$ cat src/source/pwr_pkg.sv
// always-on power and interrupt definitions
// domain indexes, power commands, control bits and interrupt vector layout
`default_nettype none

package pwr_pkg;

  // domains
  localparam int NUM_BANKS   = 4;
  localparam int NUM_DOMAINS = NUM_BANKS + 2;
  localparam int DOM_CPU     = 0;
  localparam int DOM_PERIPH  = 1;
  localparam int DOM_W       = 3;

  // command buffer and sender credits
  localparam int CMD_DEPTH  = 4;
  localparam int CMD_PTR_W  = $clog2(CMD_DEPTH);
  localparam int CMD_CNT_W  = $clog2(CMD_DEPTH + 1);

  // interrupt vector as the core sees it
  localparam int IRQ_W         = 32;
  localparam int NUM_FAST      = 15;
  localparam int IRQ_SW_BIT    = 3;
  localparam int IRQ_TIMER_BIT = 7;
  localparam int IRQ_EXT_BIT   = 11;
  localparam int IRQ_FAST_BASE = 16;

  // fast line positions inside the fast group
  localparam int FAST_TIMER1    = 0;
  localparam int FAST_TIMER2    = 1;
  localparam int FAST_TIMER3    = 2;
  localparam int FAST_DMA       = 3;
  localparam int FAST_SPI       = 4;
  localparam int FAST_SPI_FLASH = 5;
  localparam int FAST_GPIO_AO   = 6;
  localparam int NUM_GPIO_AO    = 8;

  typedef enum logic [1:0] {
    PWR_ON     = 2'd0,
    PWR_OFF    = 2'd1,
    PWR_RETAIN = 2'd2
  } pwr_op_e;

  typedef struct packed {
    logic [DOM_W-1:0] dom;
    pwr_op_e          op;
  } pwr_cmd_t;

  // all active low, all high while the domain runs
  typedef struct packed {
    logic pwrgate_en_n;
    logic isogate_en_n;
    logic rst_n;
    logic clkgate_en_n;
    logic retentive_en_n;
  } pwr_ctrl_out_t;

endpackage

`default_nettype wire

$ cat src/source/intr_aggregator.sv
// interrupt aggregator
// registers the core interrupt vector and holds fast lines until acknowledged
`timescale 1ns/1ps
`default_nettype none

module intr_aggregator
  import pwr_pkg::*;
(
  input  logic                   clk_i,
  input  logic                   rst_n_i,
  input  logic                   irq_software_i,
  input  logic                   irq_external_i,
  input  logic [3:0]             timer_intr_i,
  input  logic                   dma_done_intr_i,
  input  logic                   spi_intr_i,
  input  logic                   spi_flash_intr_i,
  input  logic [NUM_GPIO_AO-1:0] gpio_ao_intr_i,
  input  logic                   irq_ack_i,
  input  logic [4:0]             irq_id_i,
  output logic [IRQ_W-1:0]       irq_o,
  output logic                   wake_o
);

  logic [NUM_FAST-1:0] fast_src;
  logic [IRQ_W-1:0]    irq_d;
  logic [IRQ_W-1:0]    irq_q;

  always_comb begin
    fast_src                                = '0;
    fast_src[FAST_TIMER1]                   = timer_intr_i[1];
    fast_src[FAST_TIMER2]                   = timer_intr_i[2];
    fast_src[FAST_TIMER3]                   = timer_intr_i[3];
    fast_src[FAST_DMA]                      = dma_done_intr_i;
    fast_src[FAST_SPI]                      = spi_intr_i;
    fast_src[FAST_SPI_FLASH]                = spi_flash_intr_i;
    fast_src[FAST_GPIO_AO +: NUM_GPIO_AO]   = gpio_ao_intr_i;
  end

  always_comb begin
    irq_d                = '0;
    // level sources land straight in their bits
    irq_d[IRQ_SW_BIT]    = irq_software_i;
    irq_d[IRQ_TIMER_BIT] = timer_intr_i[0];
    irq_d[IRQ_EXT_BIT]   = irq_external_i;
    for (int i = 0; i < NUM_FAST; i++) begin
      if (irq_ack_i && (irq_id_i == 5'(IRQ_FAST_BASE + i))) begin
        irq_d[IRQ_FAST_BASE + i] = fast_src[i];
      end else begin
        irq_d[IRQ_FAST_BASE + i] = fast_src[i] | irq_q[IRQ_FAST_BASE + i];
      end
    end
  end

  always_ff @(posedge clk_i or negedge rst_n_i) begin
    if (!rst_n_i) begin
      irq_q <= '0;
    end else begin
      irq_q <= irq_d;
    end
  end

  assign irq_o  = irq_q;
  // any visible interrupt may wake the cpu
  assign wake_o = |irq_q;

endmodule

`default_nettype wire

$ cat src/source/pwr_cmd_fifo.sv
// power command FIFO
// holds CMD_DEPTH commands, the sender's credits keep it from overflowing
`timescale 1ns/1ps
`default_nettype none

module pwr_cmd_fifo
  import pwr_pkg::*;
(
  input  logic     clk_i,
  input  logic     rst_n_i,
  input  logic     push_i,
  input  pwr_cmd_t cmd_i,
  input  logic     pop_i,
  output pwr_cmd_t head_o,
  output logic     valid_o
);

  pwr_cmd_t             mem_q [CMD_DEPTH];
  logic [CMD_PTR_W-1:0] wr_ptr_q;
  logic [CMD_PTR_W-1:0] rd_ptr_q;
  logic [CMD_CNT_W-1:0] count_q;
  logic                 do_pop;

  assign do_pop = pop_i && valid_o;

  always_ff @(posedge clk_i) begin
    if (push_i) begin
      mem_q[wr_ptr_q] <= cmd_i;
    end
  end

  always_ff @(posedge clk_i or negedge rst_n_i) begin
    if (!rst_n_i) begin
      wr_ptr_q <= '0;
      rd_ptr_q <= '0;
      count_q  <= '0;
    end else begin
      if (push_i) begin
        wr_ptr_q <= (wr_ptr_q == CMD_PTR_W'(CMD_DEPTH - 1)) ? '0 : wr_ptr_q + 1'b1;
      end
      if (do_pop) begin
        rd_ptr_q <= (rd_ptr_q == CMD_PTR_W'(CMD_DEPTH - 1)) ? '0 : rd_ptr_q + 1'b1;
      end
      if (push_i && !do_pop) begin
        count_q <= count_q + 1'b1;
      end else if (do_pop && !push_i) begin
        count_q <= count_q - 1'b1;
      end
    end
  end

  assign head_o  = mem_q[rd_ptr_q];
  assign valid_o = (count_q != '0);

  // sender must hold a credit for every push
  a_no_push_when_full : assert property (@(posedge clk_i) disable iff (!rst_n_i)
    push_i |-> (count_q != CMD_CNT_W'(CMD_DEPTH)))
    else $error("command pushed into a full FIFO");

endmodule

`default_nettype wire

$ cat src/source/domain_sequencer.sv
// power domain sequencer
// steps clock gate, isolation, retention, reset and switch in a safe order
`timescale 1ns/1ps
`default_nettype none

module domain_sequencer
  import pwr_pkg::*;
#(
  parameter bit RETENTIVE = 1'b0
) (
  input  logic          clk_i,
  input  logic          rst_n_i,
  input  logic          start_i,
  input  pwr_op_e       op_i,
  input  logic          ack_n_i,
  output pwr_ctrl_out_t ctrl_o,
  output logic          busy_o,
  output logic          off_o
);

  typedef enum logic [3:0] {
    S_IDLE, S_NOP,
    S_CLK_OFF, S_ISO_ON, S_RET_ON, S_RST_ON, S_SW_OFF, S_WAIT_OFF,
    S_SW_ON, S_WAIT_ON, S_RST_OFF, S_RET_OFF, S_ISO_OFF, S_CLK_ON
  } seq_state_e;

  typedef enum logic [1:0] {D_ON, D_OFF, D_RET} dom_state_e;

  seq_state_e    state_q;
  dom_state_e    dom_q;
  pwr_ctrl_out_t ctrl_q;
  logic          ret_q;
  logic          want_ret;

  // retain only makes sense where the memory can hold its contents
  assign want_ret = RETENTIVE && (op_i == PWR_RETAIN);

  always_ff @(posedge clk_i or negedge rst_n_i) begin
    if (!rst_n_i) begin
      state_q <= S_IDLE;
      dom_q   <= D_ON;
      ctrl_q  <= '1;
      ret_q   <= 1'b0;
    end else begin
      case (state_q)
        S_IDLE: begin
          if (start_i) begin
            if (op_i == PWR_ON) begin
              if (dom_q != D_ON) begin
                state_q <= S_SW_ON;
                dom_q   <= D_ON;
              end else begin
                state_q <= S_NOP;
              end
            end else if (dom_q == D_ON) begin
              state_q <= S_CLK_OFF;
              ret_q   <= want_ret;
            end else if ((dom_q == D_RET) && !want_ret) begin
              // retained already, only the switch is left
              state_q <= S_SW_OFF;
            end else begin
              state_q <= S_NOP;
            end
          end
        end
        S_NOP: state_q <= S_IDLE;
        S_CLK_OFF: begin
          ctrl_q.clkgate_en_n <= 1'b0;
          state_q             <= S_ISO_ON;
        end
        S_ISO_ON: begin
          ctrl_q.isogate_en_n <= 1'b0;
          state_q             <= ret_q ? S_RET_ON : S_RST_ON;
        end
        S_RET_ON: begin
          ctrl_q.retentive_en_n <= 1'b0;
          state_q               <= S_RST_ON;
        end
        S_RST_ON: begin
          ctrl_q.rst_n <= 1'b0;
          if (ret_q) begin
            state_q <= S_IDLE;
            dom_q   <= D_RET;
          end else begin
            state_q <= S_SW_OFF;
          end
        end
        S_SW_OFF: begin
          ctrl_q.pwrgate_en_n <= 1'b0;
          state_q             <= S_WAIT_OFF;
        end
        S_WAIT_OFF: begin
          if (!ack_n_i) begin
            state_q <= S_IDLE;
            dom_q   <= D_OFF;
          end
        end
        S_SW_ON: begin
          ctrl_q.pwrgate_en_n <= 1'b1;
          state_q             <= S_WAIT_ON;
        end
        S_WAIT_ON: begin
          if (ack_n_i) begin
            state_q <= S_RST_OFF;
          end
        end
        S_RST_OFF: begin
          ctrl_q.rst_n <= 1'b1;
          state_q      <= RETENTIVE ? S_RET_OFF : S_ISO_OFF;
        end
        S_RET_OFF: begin
          ctrl_q.retentive_en_n <= 1'b1;
          state_q               <= S_ISO_OFF;
        end
        S_ISO_OFF: begin
          ctrl_q.isogate_en_n <= 1'b1;
          state_q             <= S_CLK_ON;
        end
        S_CLK_ON: begin
          ctrl_q.clkgate_en_n <= 1'b1;
          state_q             <= S_IDLE;
        end
        default: state_q <= S_IDLE;
      endcase
    end
  end

  assign ctrl_o = ctrl_q;
  assign busy_o = (state_q != S_IDLE);
  assign off_o  = (dom_q == D_OFF);

  a_iso_while_switched_off : assert property (@(posedge clk_i) disable iff (!rst_n_i)
    !ctrl_q.pwrgate_en_n |-> !ctrl_q.isogate_en_n)
    else $error("switch off with isolation released");

  a_no_start_while_busy : assert property (@(posedge clk_i) disable iff (!rst_n_i)
    start_i |-> !busy_o)
    else $error("sequencer started while busy");

endmodule

`default_nettype wire

$ cat src/source/power_manager.sv
// power manager control
// dispatches FIFO commands and cpu wake-ups to the domain sequencers
`timescale 1ns/1ps
`default_nettype none

module power_manager
  import pwr_pkg::*;
(
  input  logic                   clk_i,
  input  logic                   rst_n_i,
  input  pwr_cmd_t               head_i,
  input  logic                   head_valid_i,
  output logic                   pop_o,
  output logic                   credit_o,
  input  logic                   wake_i,
  input  logic [NUM_DOMAINS-1:0] busy_i,
  input  logic                   cpu_off_i,
  output logic [NUM_DOMAINS-1:0] start_o,
  output pwr_op_e                op_o
);

  logic wake_pend_q;
  logic wake_set;
  logic wake_go;
  logic head_ok;
  logic credit_q;

  assign head_ok  = (head_i.dom < DOM_W'(NUM_DOMAINS));
  assign wake_set = wake_i && cpu_off_i && !busy_i[DOM_CPU];

  // one sequencer start per cycle with a pending wake-up ahead of the FIFO head
  always_comb begin
    start_o = '0;
    op_o    = head_i.op;
    pop_o   = 1'b0;
    wake_go = 1'b0;
    if (wake_pend_q && !busy_i[DOM_CPU]) begin
      start_o[DOM_CPU] = 1'b1;
      op_o             = PWR_ON;
      wake_go          = 1'b1;
    end else if (head_valid_i) begin
      if (!head_ok) begin
        // unknown domain is dropped and its credit handed back
        pop_o = 1'b1;
      end else if (!busy_i[head_i.dom]) begin
        start_o[head_i.dom] = 1'b1;
        pop_o               = 1'b1;
      end
    end
  end

  always_ff @(posedge clk_i or negedge rst_n_i) begin
    if (!rst_n_i) begin
      wake_pend_q <= 1'b0;
      credit_q    <= 1'b0;
    end else begin
      if (wake_go) begin
        wake_pend_q <= 1'b0;
      end else if (wake_set) begin
        wake_pend_q <= 1'b1;
      end
      credit_q <= pop_o;
    end
  end

  assign credit_o = credit_q;

endmodule

`default_nettype wire

$ cat src/source/mcu_ao_top.sv
// always-on block of the mcu
// command FIFO, power manager, domain sequencers and interrupt aggregator
`timescale 1ns/1ps
`default_nettype none

module mcu_ao_top
  import pwr_pkg::*;
(
  input  logic                   clk_i,
  input  logic                   rst_n_i,
  input  pwr_cmd_t               cmd_i,
  input  logic                   cmd_valid_i,
  output logic                   credit_o,
  input  logic                   irq_software_i,
  input  logic                   irq_external_i,
  input  logic [3:0]             timer_intr_i,
  input  logic                   dma_done_intr_i,
  input  logic                   spi_intr_i,
  input  logic                   spi_flash_intr_i,
  input  logic [NUM_GPIO_AO-1:0] gpio_ao_intr_i,
  input  logic                   irq_ack_i,
  input  logic [4:0]             irq_id_i,
  output logic [IRQ_W-1:0]       irq_o,
  output pwr_ctrl_out_t          pwr_ctrl_o [NUM_DOMAINS-1:0],
  input  logic [NUM_DOMAINS-1:0] pwr_ack_n_i
);

  pwr_cmd_t               fifo_head;
  logic                   fifo_valid;
  logic                   fifo_pop;
  logic                   wake;
  logic [NUM_DOMAINS-1:0] seq_busy;
  logic [NUM_DOMAINS-1:0] seq_off;
  logic [NUM_DOMAINS-1:0] seq_start;
  pwr_op_e                seq_op;

  pwr_cmd_fifo i_pwr_cmd_fifo (
    .clk_i   (clk_i),
    .rst_n_i (rst_n_i),
    .push_i  (cmd_valid_i),
    .cmd_i   (cmd_i),
    .pop_i   (fifo_pop),
    .head_o  (fifo_head),
    .valid_o (fifo_valid)
  );

  power_manager i_power_manager (
    .clk_i        (clk_i),
    .rst_n_i      (rst_n_i),
    .head_i       (fifo_head),
    .head_valid_i (fifo_valid),
    .pop_o        (fifo_pop),
    .credit_o     (credit_o),
    .wake_i       (wake),
    .busy_i       (seq_busy),
    .cpu_off_i    (seq_off[DOM_CPU]),
    .start_o      (seq_start),
    .op_o         (seq_op)
  );

  // banks retain, cpu and peripherals always switch fully off
  for (genvar i = 0; i < NUM_DOMAINS; i++) begin : g_dom
    domain_sequencer #(
      .RETENTIVE (i > DOM_PERIPH)
    ) i_domain_sequencer (
      .clk_i   (clk_i),
      .rst_n_i (rst_n_i),
      .start_i (seq_start[i]),
      .op_i    (seq_op),
      .ack_n_i (pwr_ack_n_i[i]),
      .ctrl_o  (pwr_ctrl_o[i]),
      .busy_o  (seq_busy[i]),
      .off_o   (seq_off[i])
    );
  end

  intr_aggregator i_intr_aggregator (
    .clk_i            (clk_i),
    .rst_n_i          (rst_n_i),
    .irq_software_i   (irq_software_i),
    .irq_external_i   (irq_external_i),
    .timer_intr_i     (timer_intr_i),
    .dma_done_intr_i  (dma_done_intr_i),
    .spi_intr_i       (spi_intr_i),
    .spi_flash_intr_i (spi_flash_intr_i),
    .gpio_ao_intr_i   (gpio_ao_intr_i),
    .irq_ack_i        (irq_ack_i),
    .irq_id_i         (irq_id_i),
    .irq_o            (irq_o),
    .wake_o           (wake)
  );

endmodule

`default_nettype wire

$ cat config.mk
export PLATFORM = sky130hd
export DESIGN_NAME = mcu_ao_top
export DESIGN_NICKNAME = d
export VERILOG_FILES = /design/src/source/pwr_pkg.sv /design/src/source/intr_aggregator.sv /design/src/source/pwr_cmd_fifo.sv /design/src/source/domain_sequencer.sv /design/src/source/power_manager.sv /design/src/source/mcu_ao_top.sv
export SDC_FILE = /design/constraint.sdc
export NUM_CORES = 1
export LEC_CHECK = 0
export BUFFER_PORTS_ARGS = -buffer_cell sky130_fd_sc_hd__buf_2
export CAP_MARGIN = 40
export CORE_UTILIZATION = 45
export CTS_CLUSTER_DIAMETER = 200
export DETAILED_ROUTE_END_ITERATION = 6
export GPL_ROUTABILITY_DRIVEN = 0
export HOLD_SLACK_MARGIN = 0.06
export PLACE_DENSITY = 0.66
export SLEW_MARGIN = 5
export SYNTH_ARGS = -nofsm -noshare
export SYNTH_HDL_FRONTEND = slang
export SYNTH_SLANG_ARGS = --single-unit
$ cat constraint.sdc
create_clock -name clk_i -period 4.7 [get_ports clk_i]
set_clock_uncertainty 0.2 [all_clocks]
set_input_delay 0.94 -clock clk_i [delete_from_list [all_inputs] [get_ports clk_i]]
set_output_delay 0.94 -clock clk_i [all_outputs]
set_load 0.03 [all_outputs]
# ---- Yosys cells after proc, flatten, opt, wreduce, memory -nomap -nowiden
# Memories as Yosys holds them, arrays and structs flattened.
# Cells that the tools add are included.
dict set report word_totals {
  inputBits 37
  ram_bits 20
  out_inout_bits 63
  reg_bits 96
  elab_cells 478
  mem_count 1
}
dict set report op_classes {
  reduce_logical 114
  mux 157
  magnitude_cmp 3
  addsub 4
  bitwise_logic 17
  n_eq_ne 130
}
# name words word_bits read_ports rd_ports_with_merged_regs write_ports line
set mem_list {}
lappend mem_list {i_pwr_cmd_fifo.mem_q 4 5 1 0 1 pwr_cmd_fifo.sv:18} ;# pwr_cmd_t mem_q [CMD_DEPTH];
# op n
set op_table {}
lappend op_table {{$pmux 4 s12} 4}
lappend op_table {{$eq 4x4->1 const B} 36}
lappend op_table {{$mux 4} 36}
lappend op_table {{$eq 4x3->1 const B} 24}
lappend op_table {{$pmux 4 s10} 2}
lappend op_table {{$reduce_bool 2->1} 38}
lappend op_table {{$eq 5x5->1 const B} 14}
lappend op_table {{$mux 2} 31}
lappend op_table {{$pmux 1 s2} 30}
lappend op_table {{$eq 4x2->1 const B} 12}
lappend op_table {{$mux 3} 12}
lappend op_table {{$reduce_and 6->1} 6}
lappend op_table {{$ne 2x1->1 const B} 17}
lappend op_table {{$ne 2x2->1 const B} 17}
lappend op_table {{$mux 1} 30}
lappend op_table {{$logic_and 1x1->1} 25}
lappend op_table {{$logic_not 4->1} 6}
lappend op_table {{$pmux 2 s3} 4}
lappend op_table {{$reduce_bool 4->1} 6}
lappend op_table {{$reduce_bool 3->1} 7}
lappend op_table {{$eq 2x2->1 const B} 9}
lappend op_table {{$mux 6} 3}
lappend op_table {{$reduce_and 3->1} 6}
lappend op_table {{$reduce_or 17->1} 1}
lappend op_table {{17 further kinds} 49}

# ---- Logic depth before layout (Yosys ltp)
# Gate-level depths: netlist (run 1).
dict set report logic_depth {
  word_depth 12
  mapped_depth 12
  mapped_depth_nobuf 10
}

# ---- Modules after synthesis
# From an unflattened synthesis (run 1), not the netlist that was laid out.
dict set report unflattened {
  cells_unflattened 712
  hier_area_um2 6705.2
}
# module seq_area_each_um2 n_inst cells_per_inst area_each_um2
set by_module_without_submodules {}
lappend by_module_without_submodules {{domain_sequencer (g_dom[2].i_domain_sequencer ...)} 306.5 4 99 810.8}
lappend by_module_without_submodules {{domain_sequencer (g_dom[0].i_domain_sequencer ...)} 256.5 2 73 630.6}
lappend by_module_without_submodules {pwr_cmd_fifo 775.7 1 62 1143.6}
lappend by_module_without_submodules {intr_aggregator 425.4 1 79 835.8}
lappend by_module_without_submodules {power_manager 50.0 1 29 221.5}

# ---- Worst setup path after synthesis (run 1)
# No wires, ideal clock.
dict set report synth_timing {
  path_kind {register to register}
  startpoint {register g_dom[0].i_domain_sequencer.state_q[3]}
  endpoint {register i_pwr_cmd_fifo.count_q[2]}
  synth_period_minus_slack_ns 2.862
  setup_ns 0.079
  path_stages_with_launch 12
  slack_ns 1.838
  path_buffers 1
  required_time_ns 4.421
  arrival_time_ns 2.583
  cell_sequence {dfrtp_1 -> buf_2 -> or4_4 -> o21ai_0 -> a21oi_2 -> nand4_4 -> ha_1 -> inv_1 -> fa_1 -> xor2_1 -> nor2_1 -> xor2_1}
}
dict set report synth_between {
  elab_chain_len 11
  elab_cells_between_ends 15
  classes_between {mux: 7; reduce/logical: 8}
}
# item line
set synth_lines {}
lappend synth_lines {{start: declaration} domain_sequencer.sv:29} ;# seq_state_e state_q;
lappend synth_lines {{start signal: assignment} domain_sequencer.sv:73} ;# state_q <= ret_q ? S_RET_ON : S_RST_ON;
lappend synth_lines {{start signal: assignment} domain_sequencer.sv:109} ;# state_q <= RETENTIVE ? S_RET_OFF : S_ISO_OFF;
lappend synth_lines {{$reduce_bool 4->1 (*)} domain_sequencer.sv:129} ;# assign busy_o = (state_q != S_IDLE);
lappend synth_lines {{$bmux 1 s3} power_manager.sv:45} ;# end else if (!busy_i[head_i.dom]) begin
lappend synth_lines {{$mux 1 (implied by the code)} power_manager.sv:45}
lappend synth_lines {{$mux 1} power_manager.sv:45}
lappend synth_lines {{$mux 1} power_manager.sv:42} ;# if (!head_ok) begin
lappend synth_lines {{$mux 1} power_manager.sv:41} ;# end else if (head_valid_i) begin
lappend synth_lines {{$mux 1 (*)} power_manager.sv:37} ;# if (wake_pend_q && !busy_i[DOM_CPU]) begin
lappend synth_lines {{$logic_and 1x1->1 (*)} pwr_cmd_fifo.sv:24} ;# assign do_pop = pop_i && valid_o;
lappend synth_lines {{$logic_not 1->1} pwr_cmd_fifo.sv:44} ;# if (push_i && !do_pop) begin
lappend synth_lines {{$logic_and 1x1->1} pwr_cmd_fifo.sv:44}
lappend synth_lines {{$mux 3 or $reduce_bool 2->1 (tied branches)} n/a}
lappend synth_lines {{end signal: assignment} pwr_cmd_fifo.sv:45} ;# count_q <= count_q + 1'b1;
lappend synth_lines {{end signal: assignment} pwr_cmd_fifo.sv:47} ;# count_q <= count_q - 1'b1;
lappend synth_lines {{end: declaration} pwr_cmd_fifo.sv:21} ;# logic [CMD_CNT_W-1:0] count_q;
# Every way passes the cells marked *; elsewhere a longest branch is shown, timed or not. The select of a mux whose other input is x is not followed.
# A chain may end at the register's enable or synchronous reset.

# ---- Worst setup path in the final report (run 1)
dict set report layout_timing {
  startpoint {register g_dom[0].i_domain_sequencer.state_q[1]}
  endpoint {register i_pwr_cmd_fifo.count_q[2]}
}
# Same word-level chain as after synthesis.

==> results of run 1 <==
[layout by cell type (no fill, tap or decap), types with 16 or more instances in the layout]
cell type and instances:
sky130_fd_sc_hd__o21ai_0 72, sky130_fd_sc_hd__a21o_1 16, sky130_fd_sc_hd__nand2_1 64, sky130_fd_sc_hd__nor2_1 50, sky130_fd_sc_hd__clkbuf_16 17, sky130_fd_sc_hd__dfstp_2 30, sky130_fd_sc_hd__a21oi_1 37, sky130_fd_sc_hd__nor3_1 16
sky130_fd_sc_hd__inv_1 27, sky130_fd_sc_hd__buf_2 84, sky130_fd_sc_hd__dfrtp_1 64, sky130_fd_sc_hd__edfxtp_1 20
[metal layers]
metal / vias up / wire length [um]
met3: 20 / 727
met4: 0 / 199
met5: - / 0
met2: 173 / 6650
li1: 2528 / -
met1: 2546 / 6360
[worst min-delay path, delay by kind of cell, from the launching register on]
kind / cells / cell delay [ns]
flops: 1 / 0.37
simple gates: 2 / 0.09
[flip-flops by register name, indices dropped and copies added, names as in the netlist]
| signal | cells |
|---|---|
| g_dom.i_domain_sequencer.ctrl_o | 30 |
| g_dom.i_domain_sequencer.state_q | 24 |
| i_pwr_cmd_fifo.mem_q | 20 |
| i_intr_aggregator.irq_o | 17 |
| g_dom.i_domain_sequencer.dom_q | 10 |
| g_dom.i_domain_sequencer.ret_q | 4 |
| i_pwr_cmd_fifo.count_q | 3 |
| i_pwr_cmd_fifo.rd_ptr_q | 2 |
| i_pwr_cmd_fifo.wr_ptr_q | 2 |
| i_power_manager.credit_o | 1 |
| i_power_manager.wake_pend_q | 1 |
[cells in the mapped netlist, drive strengths merged, types with 4 or more instances]
| master | instances |
|---|---|
| a211oi | 4 |
| a21o | 16 |
| a21oi | 38 |
| a311oi | 4 |
| a31oi | 14 |
| and2 | 8 |
| buf | 19 |
| clkbuf | 31 |
| dfrtp | 64 |
| dfstp | 30 |
| edfxtp | 20 |
| ha | 10 |
| inv | 27 |
| mux2 | 9 |
| mux4 | 5 |
| nand2 | 64 |
| nand2b | 13 |
| nand3 | 9 |
| nand3b | 5 |
| nand4 | 7 |
| nor2 | 51 |
| nor2b | 15 |
| nor3 | 17 |
| nor3b | 7 |
| nor4 | 12 |
| o211ai | 5 |
| o21ai | 75 |
| o22ai | 4 |
| o31ai | 10 |
| o32a | 4 |
[power breakdown]
group / internal, mW / leakage (nW) / switching (mW)
sequential: 1.36 / 1.25 / 0.505
combinational: 0.928 / 1.46 / 1.31
clock: 0.937 / 0.304 / 0.448
[per-stage QoR]
step | instance area (sq um) | cells | util [%]
after floorplan | 6440 | 671 | -
after global placement | 6840 | 887 | 49.3
after detailed placement | 6850 | 888 | 49.3
after CTS | 7490 | 920 | 53.9
after global routing | 7490 | 920 | 53.9
final | 7490 | 920 | 53.9
[worst min-delay path by stage]
stage | from | to | slack (ns)
floorplan | i_pwr_cmd_fifo.count_q[2]$_DFFE_PN0P_ | i_pwr_cmd_fifo.count_q[2]$_DFFE_PN0P_ | 0.23
global placement | g_dom[5].i_domain_sequencer.ctrl_o[3]$_DFFE_PN1P_ | g_dom[5].i_domain_sequencer.ctrl_o[3]$_DFFE_PN1P_ | 0.25
detailed placement | g_dom[5].i_domain_sequencer.ctrl_o[1]$_DFFE_PN1P_ | g_dom[5].i_domain_sequencer.ctrl_o[1]$_DFFE_PN1P_ | 0.26
CTS | g_dom[5].i_domain_sequencer.ctrl_o[1]$_DFFE_PN1P_ | g_dom[5].i_domain_sequencer.ctrl_o[1]$_DFFE_PN1P_ | 0.27
global route | g_dom[5].i_domain_sequencer.ctrl_o[3]$_DFFE_PN1P_ | g_dom[5].i_domain_sequencer.ctrl_o[3]$_DFFE_PN1P_ | 0.29
finish | g_dom[5].i_domain_sequencer.ctrl_o[1]$_DFFE_PN1P_ | g_dom[5].i_domain_sequencer.ctrl_o[1]$_DFFE_PN1P_ | 0.26
[kinds of logic after synthesis]
| logic type | Yosys count | synth area share [%] |
|---|---|---|
| and+or+nand+nor | 223 | 18.6 |
| AOI/OAI and AO/OA | 213 | 22.3 |
| DFF | 114 | 46.8 |
| buffers and inverters | 78 | 5.97 |
| muxes | 14 | 3.53 |
| adders and majority gates | 11 | 2.27 |
| xor gates and xnor gates | 3 | 0.411 |
| other | 1 | 0.0587 |
[area by class of cell]
| type | count | area share (%) |
|---|---|---|
| multi-input combinational | 479 | 41.0 |
| timing repair buffer | 87 | 5.92 |
| clock buffer | 18 | 5.73 |
| sequential | 114 | 39.9 |
| inverter | 28 | 1.57 |
| tap | 180 | 3.01 |
| clock inverter | 14 | 2.84 |
==> load_flow_metrics.sql, run 1 <==
INSERT INTO impl_metrics (metric_group, metric, value, unit) VALUES
('run_status', 'outcome', 'finished clean', ''),
('timing', 'timing_worst_slew_pin_value', '0.745', 'ns'),
('grt', 'globalRouteMet3Util', '5.31', '%'),
('placement', 'dpl.hpwl', '9890', 'um'),
('cells_and_area', 'insertedDiodeCount', '0', ''),
('timing', 'max_freq', '306', 'MHz'),
('grt', 'grt.busiest_layer', 'met2', ''),
('timing', 'fin_ws', '1.44', 'ns'),
('setup_path', 'critical_path.reg2reg.endpoint', 'i_pwr_cmd_fifo.count_q[2]$_DFFE_PN0P_', ''),
('setup_path', 'critical_path_cell_list', 'or4_4 -> o21ai_0 -> a21oi_2 -> nand4_4 -> ha_1 -> inv_1 -> fa_1 -> xor2_1 -> nor2_1 -> xor2_1', ''),
('timing', 'final_setup_fails', '0', ''),
('floorplanning', 'floorplan.rows', '43', ''),
('cells_and_area', 'layout_stage_area_growth_over_the_synthesis_result', '17.2', '%'),
('floorplanning', 'ios', '100', ''),
('cts', 'cts_hold_buffers', '0', ''),
('synthesis', 'synth_top_flop_cell', 'sky130_fd_sc_hd__dfrtp_1', ''),
('setup_path', 'cp_top_family', 'simple AND/OR/NAND/NOR gates', ''),
('synthesis', 'yosysWarningCount', '0', ''),
('grt', 'groute.layer.met1.usage', '25.9', '%'),
('cts', 'post_cts_setup_buffer_count', '0', ''),
('placement', 'io_buffers', '84', ''),
('detailed_routing', 'detail_route.vias_per_cell', '5.73', ''),
('placement', 'place_ws', '1.45', 'ns'),
('worst_hold_path', 'worstHoldPathCells', '2', ''),
('timing', 'drv_slew', '0', ''),
('grt', 'global_route.usage.met2', '31.5', '%'),
('grt', 'global_route.usage.total', '19.9', '%'),
('worst_hold_path', 'type_of_the_most_critical_hold_path', 'reg2reg', ''),
('power_and_ir_drop', 'power_leakage', '3.02', 'nW'),
('timing', 'worst_hold_slack_after_final_layout', '0.262', 'ns'),
('setup_path', 'critical-path-max-stage-delay', '0.65', 'ns'),
('cells_and_area', 'share_of_layout_cells_above_drive_strength_1', '24.3', '%'),
('timing', 'fin_tns_setup', '0', 'ns'),
('setup_path', 'reg2regPathDepth', '10', ''),
('job', 'cap_viol_max_count', '0', ''),
('detailed_routing', 'remaining_antenna_violation_count', '0', ''),
('detailed_routing', 'drc_errors', '0', ''),
('synthesis', 'synth_async_sr_flop_share', '82.5', '%'),
('synthesis', 'post_synth_main_area_contributors', 'sky130_fd_sc_hd__dfrtp_1, sky130_fd_sc_hd__dfstp_2, sky130_fd_sc_hd__edfxtp_1, sky130_fd_sc_hd__o21ai_0, sky130_fd_sc_hd__nand2_1', ''),
('grt', 'initial_antenna_violation_count', '0', ''),
('setup_path', 'worstSetupEndpoint', 'i_pwr_cmd_fifo.count_q[2]$_DFFE_PN0P_', ''),
('cells_and_area', 'final_nets', '775', ''),
('cts', 'clock_sinks', '114', ''),
('floorplanning', 'floorplan.initialDensity', '46.0', '%'),
('synthesis', 'synth_area_leader_cell', 'sky130_fd_sc_hd__dfrtp_1', ''),
('detailed_routing', 'drt_wl_total', '13900', 'um'),
('timing', 'timing.final.crit_period', '3.26', 'ns'),
('setup_path', 'critical_path.startpoint_type', 'flop', ''),
('synthesis', 'share_of_the_synthesized_area_in_the_top_cell_type', '25.1', '%'),
('floorplanning', 'die_width', '121', 'um'),
('detailed_routing', 'vias', '5267', ''),
('synthesis', 'yosys_register_bits', '114', ''),
('synthesis', 'sequential_cell_area_fraction_in_the_yosys_report', '46.8', '%'),
('timing', 'rsz_0062_raised_after_global_routing', 'no', ''),
('cts', 'clk_path_buf_depth', '2', ''),
('timing', 'final-hold-violation-count', '0', ''),
('cts', 'clk_pin_slew', '0.06', 'ns'),
('setup_path', 'setup.worst_path.class', 'reg2reg', ''),
('setup_path', 'regToRegSetupSlack', '1.44', 'ns'),
('synthesis', 'ys_types', '82', ''),
('floorplanning', 'core_region_area', '13900', 'sq um'),
('setup_path', 'critPathMaxFanout', '14', ''),
('synthesis', 'synth-edff-count', '20', ''),
('setup_path', 'critical_path_cell_count', '10', ''),
('cts', 'clk-insertion-delay-late', '0.41', 'ns'),
('detailed_routing', 'post_drt_wl_per_cell', '15.2', 'um'),
('timing', 'post-route-period-util', '69.4', '%'),
('power_and_ir_drop', 'power.density', '733', 'nW/um^2'),
('cells_and_area', 'register_area', '2990', 'sq um'),
('power_and_ir_drop', 'max-vdd-ir-drop', '0.312', 'mV'),
('grt', 'maximum_number_of_pins_on_one_net_before_global_route_repair', '46', '');
Power figures use the tool's default switching activity.
==> inputs of run 2 (changes only) <==
- clock period: 4.7 -> 3.05 ns (I/O delays scaled with it)
==> load_flow_metrics.sql, run 2 (synthesis gave the netlist of run 1 again) <==
INSERT INTO impl_metrics (metric_group, metric, value, unit) VALUES
('cells_and_area', 'layout_stage_area_growth_over_the_synthesis_result', '20.2', '%'),
('timing', 'max_freq', '348', 'MHz'),
('setup_path', 'critPathMaxFanout', '6', ''),
('detailed_routing', 'drc_errors', '0', ''),
('cts', 'cts_made_buffers', '17', ''),
('grt', 'maximum_number_of_pins_on_one_net_before_global_route_repair', '45', ''),
('detailed_routing', 'vias', '5417', ''),
('timing', 'worst_hold_slack_after_final_layout', '0.0971', 'ns'),
('grt', 'grt_first_pass_wirelength', '24300', 'um'),
('cells_and_area', 'most_frequent_standard_cell_in_the_layout_excluding_fill_and_tap_cells', 'sky130_fd_sc_hd__buf_2', ''),
('floorplanning', 'die_width', '121', 'um'),
('timing', 'timing.slew.headroom', '56.7', '%'),
('floorplanning', 'chipHeight', '121', 'um'),
('detailed_routing', 'drt_wl_total', '14800', 'um'),
('power_and_ir_drop', 'power.total', '8.66', 'mW'),
('setup_path', 'critical_path.startpoint_type', 'flop', ''),
('floorplanning', 'core_region_area', '13900', 'sq um'),
('detailed_routing', 'post_drt_wl_per_cell', '15.6', 'um'),
('run_status', 'outcome', 'finished clean', ''),
('grt', 'first_global_vias', '5079', ''),
('placement', 'place_ws', '0.136', 'ns'),
('placement', 'io_buffers', '84', ''),
('detailed_routing', 'detail_route.vias_per_cell', '5.69', ''),
('cts', 'clk-insertion-delay-late', '0.42', 'ns'),
('setup_path', 'worst-endpoint-arrival', '3.01', 'ns'),
('cells_and_area', 'insertedDiodeCount', '0', ''),
('cells_and_area', 'final.fill_count', '1214', ''),
('grt', 'global_route.usage.total', '21.3', '%'),
('cells_and_area', 'final_nets', '807', ''),
('timing', 'timing.final.crit_period', '2.87', 'ns'),
('timing', 'final-hold-violation-count', '0', ''),
('timing', 'drv_slew', '0', ''),
('floorplanning', 'floorplan.initialDensity', '46.0', '%'),
('timing', 'final_setup_fails', '0', ''),
('detailed_routing', 'remaining_antenna_violation_count', '0', ''),
('cells_and_area', 'largest_register_ffs', '30', ''),
('worst_hold_path', 'type_of_the_most_critical_hold_path', 'in2reg', ''),
('grt', 'grt_overflow_total', '0', ''),
('placement', 'placed_area', '7090', 'sq um'),
('placement', 'dpl.hpwl', '10300', 'um'),
('cts', 'h-tree-depth', '4', ''),
('setup_path', 'setup.worst_path.class', 'reg2reg', ''),
('grt', 'initial_antenna_violation_count', '0', ''),
('timing', 'rsz_0062_raised_after_global_routing', 'no', ''),
('cts', 'cts-root-buf', 'sky130_fd_sc_hd__clkbuf_16', ''),
('cells_and_area', 'share_of_layout_cells_above_drive_strength_1', '27.3', '%'),
('cells_and_area', 'final_cell_area', '7680', 'sq um'),
('setup_path', 'critPathCaptureType', 'flop', ''),
('job', 'cap_viol_max_count', '0', ''),
('cts', 'clock_sinks', '114', ''),
('power_and_ir_drop', 'power_leakage', '3.17', 'nW'),
('power_and_ir_drop', 'max-vdd-ir-drop', '0.526', 'mV'),
('power_and_ir_drop', 'power.density', '1130', 'nW/um^2'),
('timing', 'timing_worst_slew_pin_value', '0.645', 'ns'),
('detailed_routing', 'dr.first_iter.drc_count', '376', ''),
('timing', 'post-route-period-util', '94.1', '%'),
('floorplanning', 'die_area', '14700', 'sq um'),
('timing', 'fin_tns_setup', '0', 'ns'),
('cts', 'clk_path_buf_depth', '2', ''),
('cts', 'cts_tree', 'yes', ''),
('detailed_routing', 'firstDrtPassIters', '7', ''),
('setup_path', 'critical_path_data_required_time', '3.19', 'ns'),
('floorplanning', 'floorplan.rows', '43', ''),
('cells_and_area', 'final_cell_mix', 'sky130_fd_sc_hd__buf_2, sky130_fd_sc_hd__o21ai_0, sky130_fd_sc_hd__nand2_1', ''),
('timing', 'fin_ws', '0.180', 'ns'),
('floorplanning', 'ios', '100', ''),
('cts', 'clk_pin_slew', '0.06', 'ns');
## run 2: cell count changes in the layout (fill, tap and decap cells not counted), moves of 2 or more
cell                         delta
sky130_fd_sc_hd__bufinv_16      -2
sky130_fd_sc_hd__clkinv_4       -3
sky130_fd_sc_hd__clkinvlp_4     -2
sky130_fd_sc_hd__buf_4         +31
sky130_fd_sc_hd__clkinv_2       +6
## run 2: cell type report
class | instances | area (sq um) | share of cell area, %
tap | 180 | 225 | 2.93
clock buffer | 18 | 429 | 5.59
multi-input combinational | 479 | 3070 | 40.0
timing repair buffer | 119 | 701 | 9.12
clock inverter | 14 | 145 | 1.89
inverter | 28 | 118 | 1.53
sequential | 114 | 2990 | 39.0
## run 2: final timing paths
kind	start	to	slack, ns	depth (start not counted)
worst max-delay path	i_pwr_cmd_fifo.rd_ptr_q[0]$_DFFE_PN0P_	i_pwr_cmd_fifo.count_q[2]$_DFFE_PN0P_	0.18	10
worst min-delay path	irq_external_i	i_intr_aggregator.irq_o[11]$_DFF_PN0_	0.1	1
worst max register to register	i_pwr_cmd_fifo.rd_ptr_q[0]$_DFFE_PN0P_	i_pwr_cmd_fifo.count_q[2]$_DFFE_PN0P_	0.18	10
worst min register to register	g_dom[5].i_domain_sequencer.ctrl_o[3]$_DFFE_PN1P_	g_dom[5].i_domain_sequencer.ctrl_o[3]$_DFFE_PN1P_	0.27	2
max in group asynchronous	rst_n_i	g_dom[5].i_domain_sequencer.ctrl_o[2]$_DFFE_PN1P_	1.43	3
min in group asynchronous	rst_n_i	g_dom[2].i_domain_sequencer.state_q[1]$_DFFE_PN0P_	0.55	2
## run 2: worst max-delay path: stages (launching register included)
cell	delay, ns
sky130_fd_sc_hd__dfrtp_2	0.44
sky130_fd_sc_hd__mux4_2	0.58
sky130_fd_sc_hd__nor2_1	0.28
sky130_fd_sc_hd__o21ai_4	0.11
sky130_fd_sc_hd__nand4_4	0.11
sky130_fd_sc_hd__ha_1	0.19
sky130_fd_sc_hd__inv_1	0.06
sky130_fd_sc_hd__fa_1	0.37
sky130_fd_sc_hd__xor2_1	0.15
sky130_fd_sc_hd__nor2_1	0.11
sky130_fd_sc_hd__xor2_1	0.18
## run 2: metrics by stage
stage,std cells,util (%)
3_3_place_gp,919,51.1
5_1_grt,952,55.3
6_report,952,55.3
4_1_cts,952,55.3
2_1_floorplan,671,-
3_5_place_dp,919,51.1
## run 2: repair_timing
action	in CTS	in global routing
hold buffers	1	0
buffers inserted	0	0
hold endpoints to repair	32	0
resized for setup	0	1
endpoints found under the setup margin	0	2
## run 2: metal layers
metal / GRT usage, % / vias up / wire length (um)
met3: 4.89 / 24 / 827
met4: 8.56 / 0 / 264
met1: 26.8 / 2583 / 6470
met2: 35.2 / 218 / 7260
li1: - / 2592 / -
met5: 0 / - / 0
## run 2: power breakdown
group	internal (mW)	leakage (nW)	switching, mW
Combinational	1.70	1.63	2.52
Clock	1.26	0.288	0.685
Sequential	2.10	1.25	0.383
Total	5.07	3.17	3.59
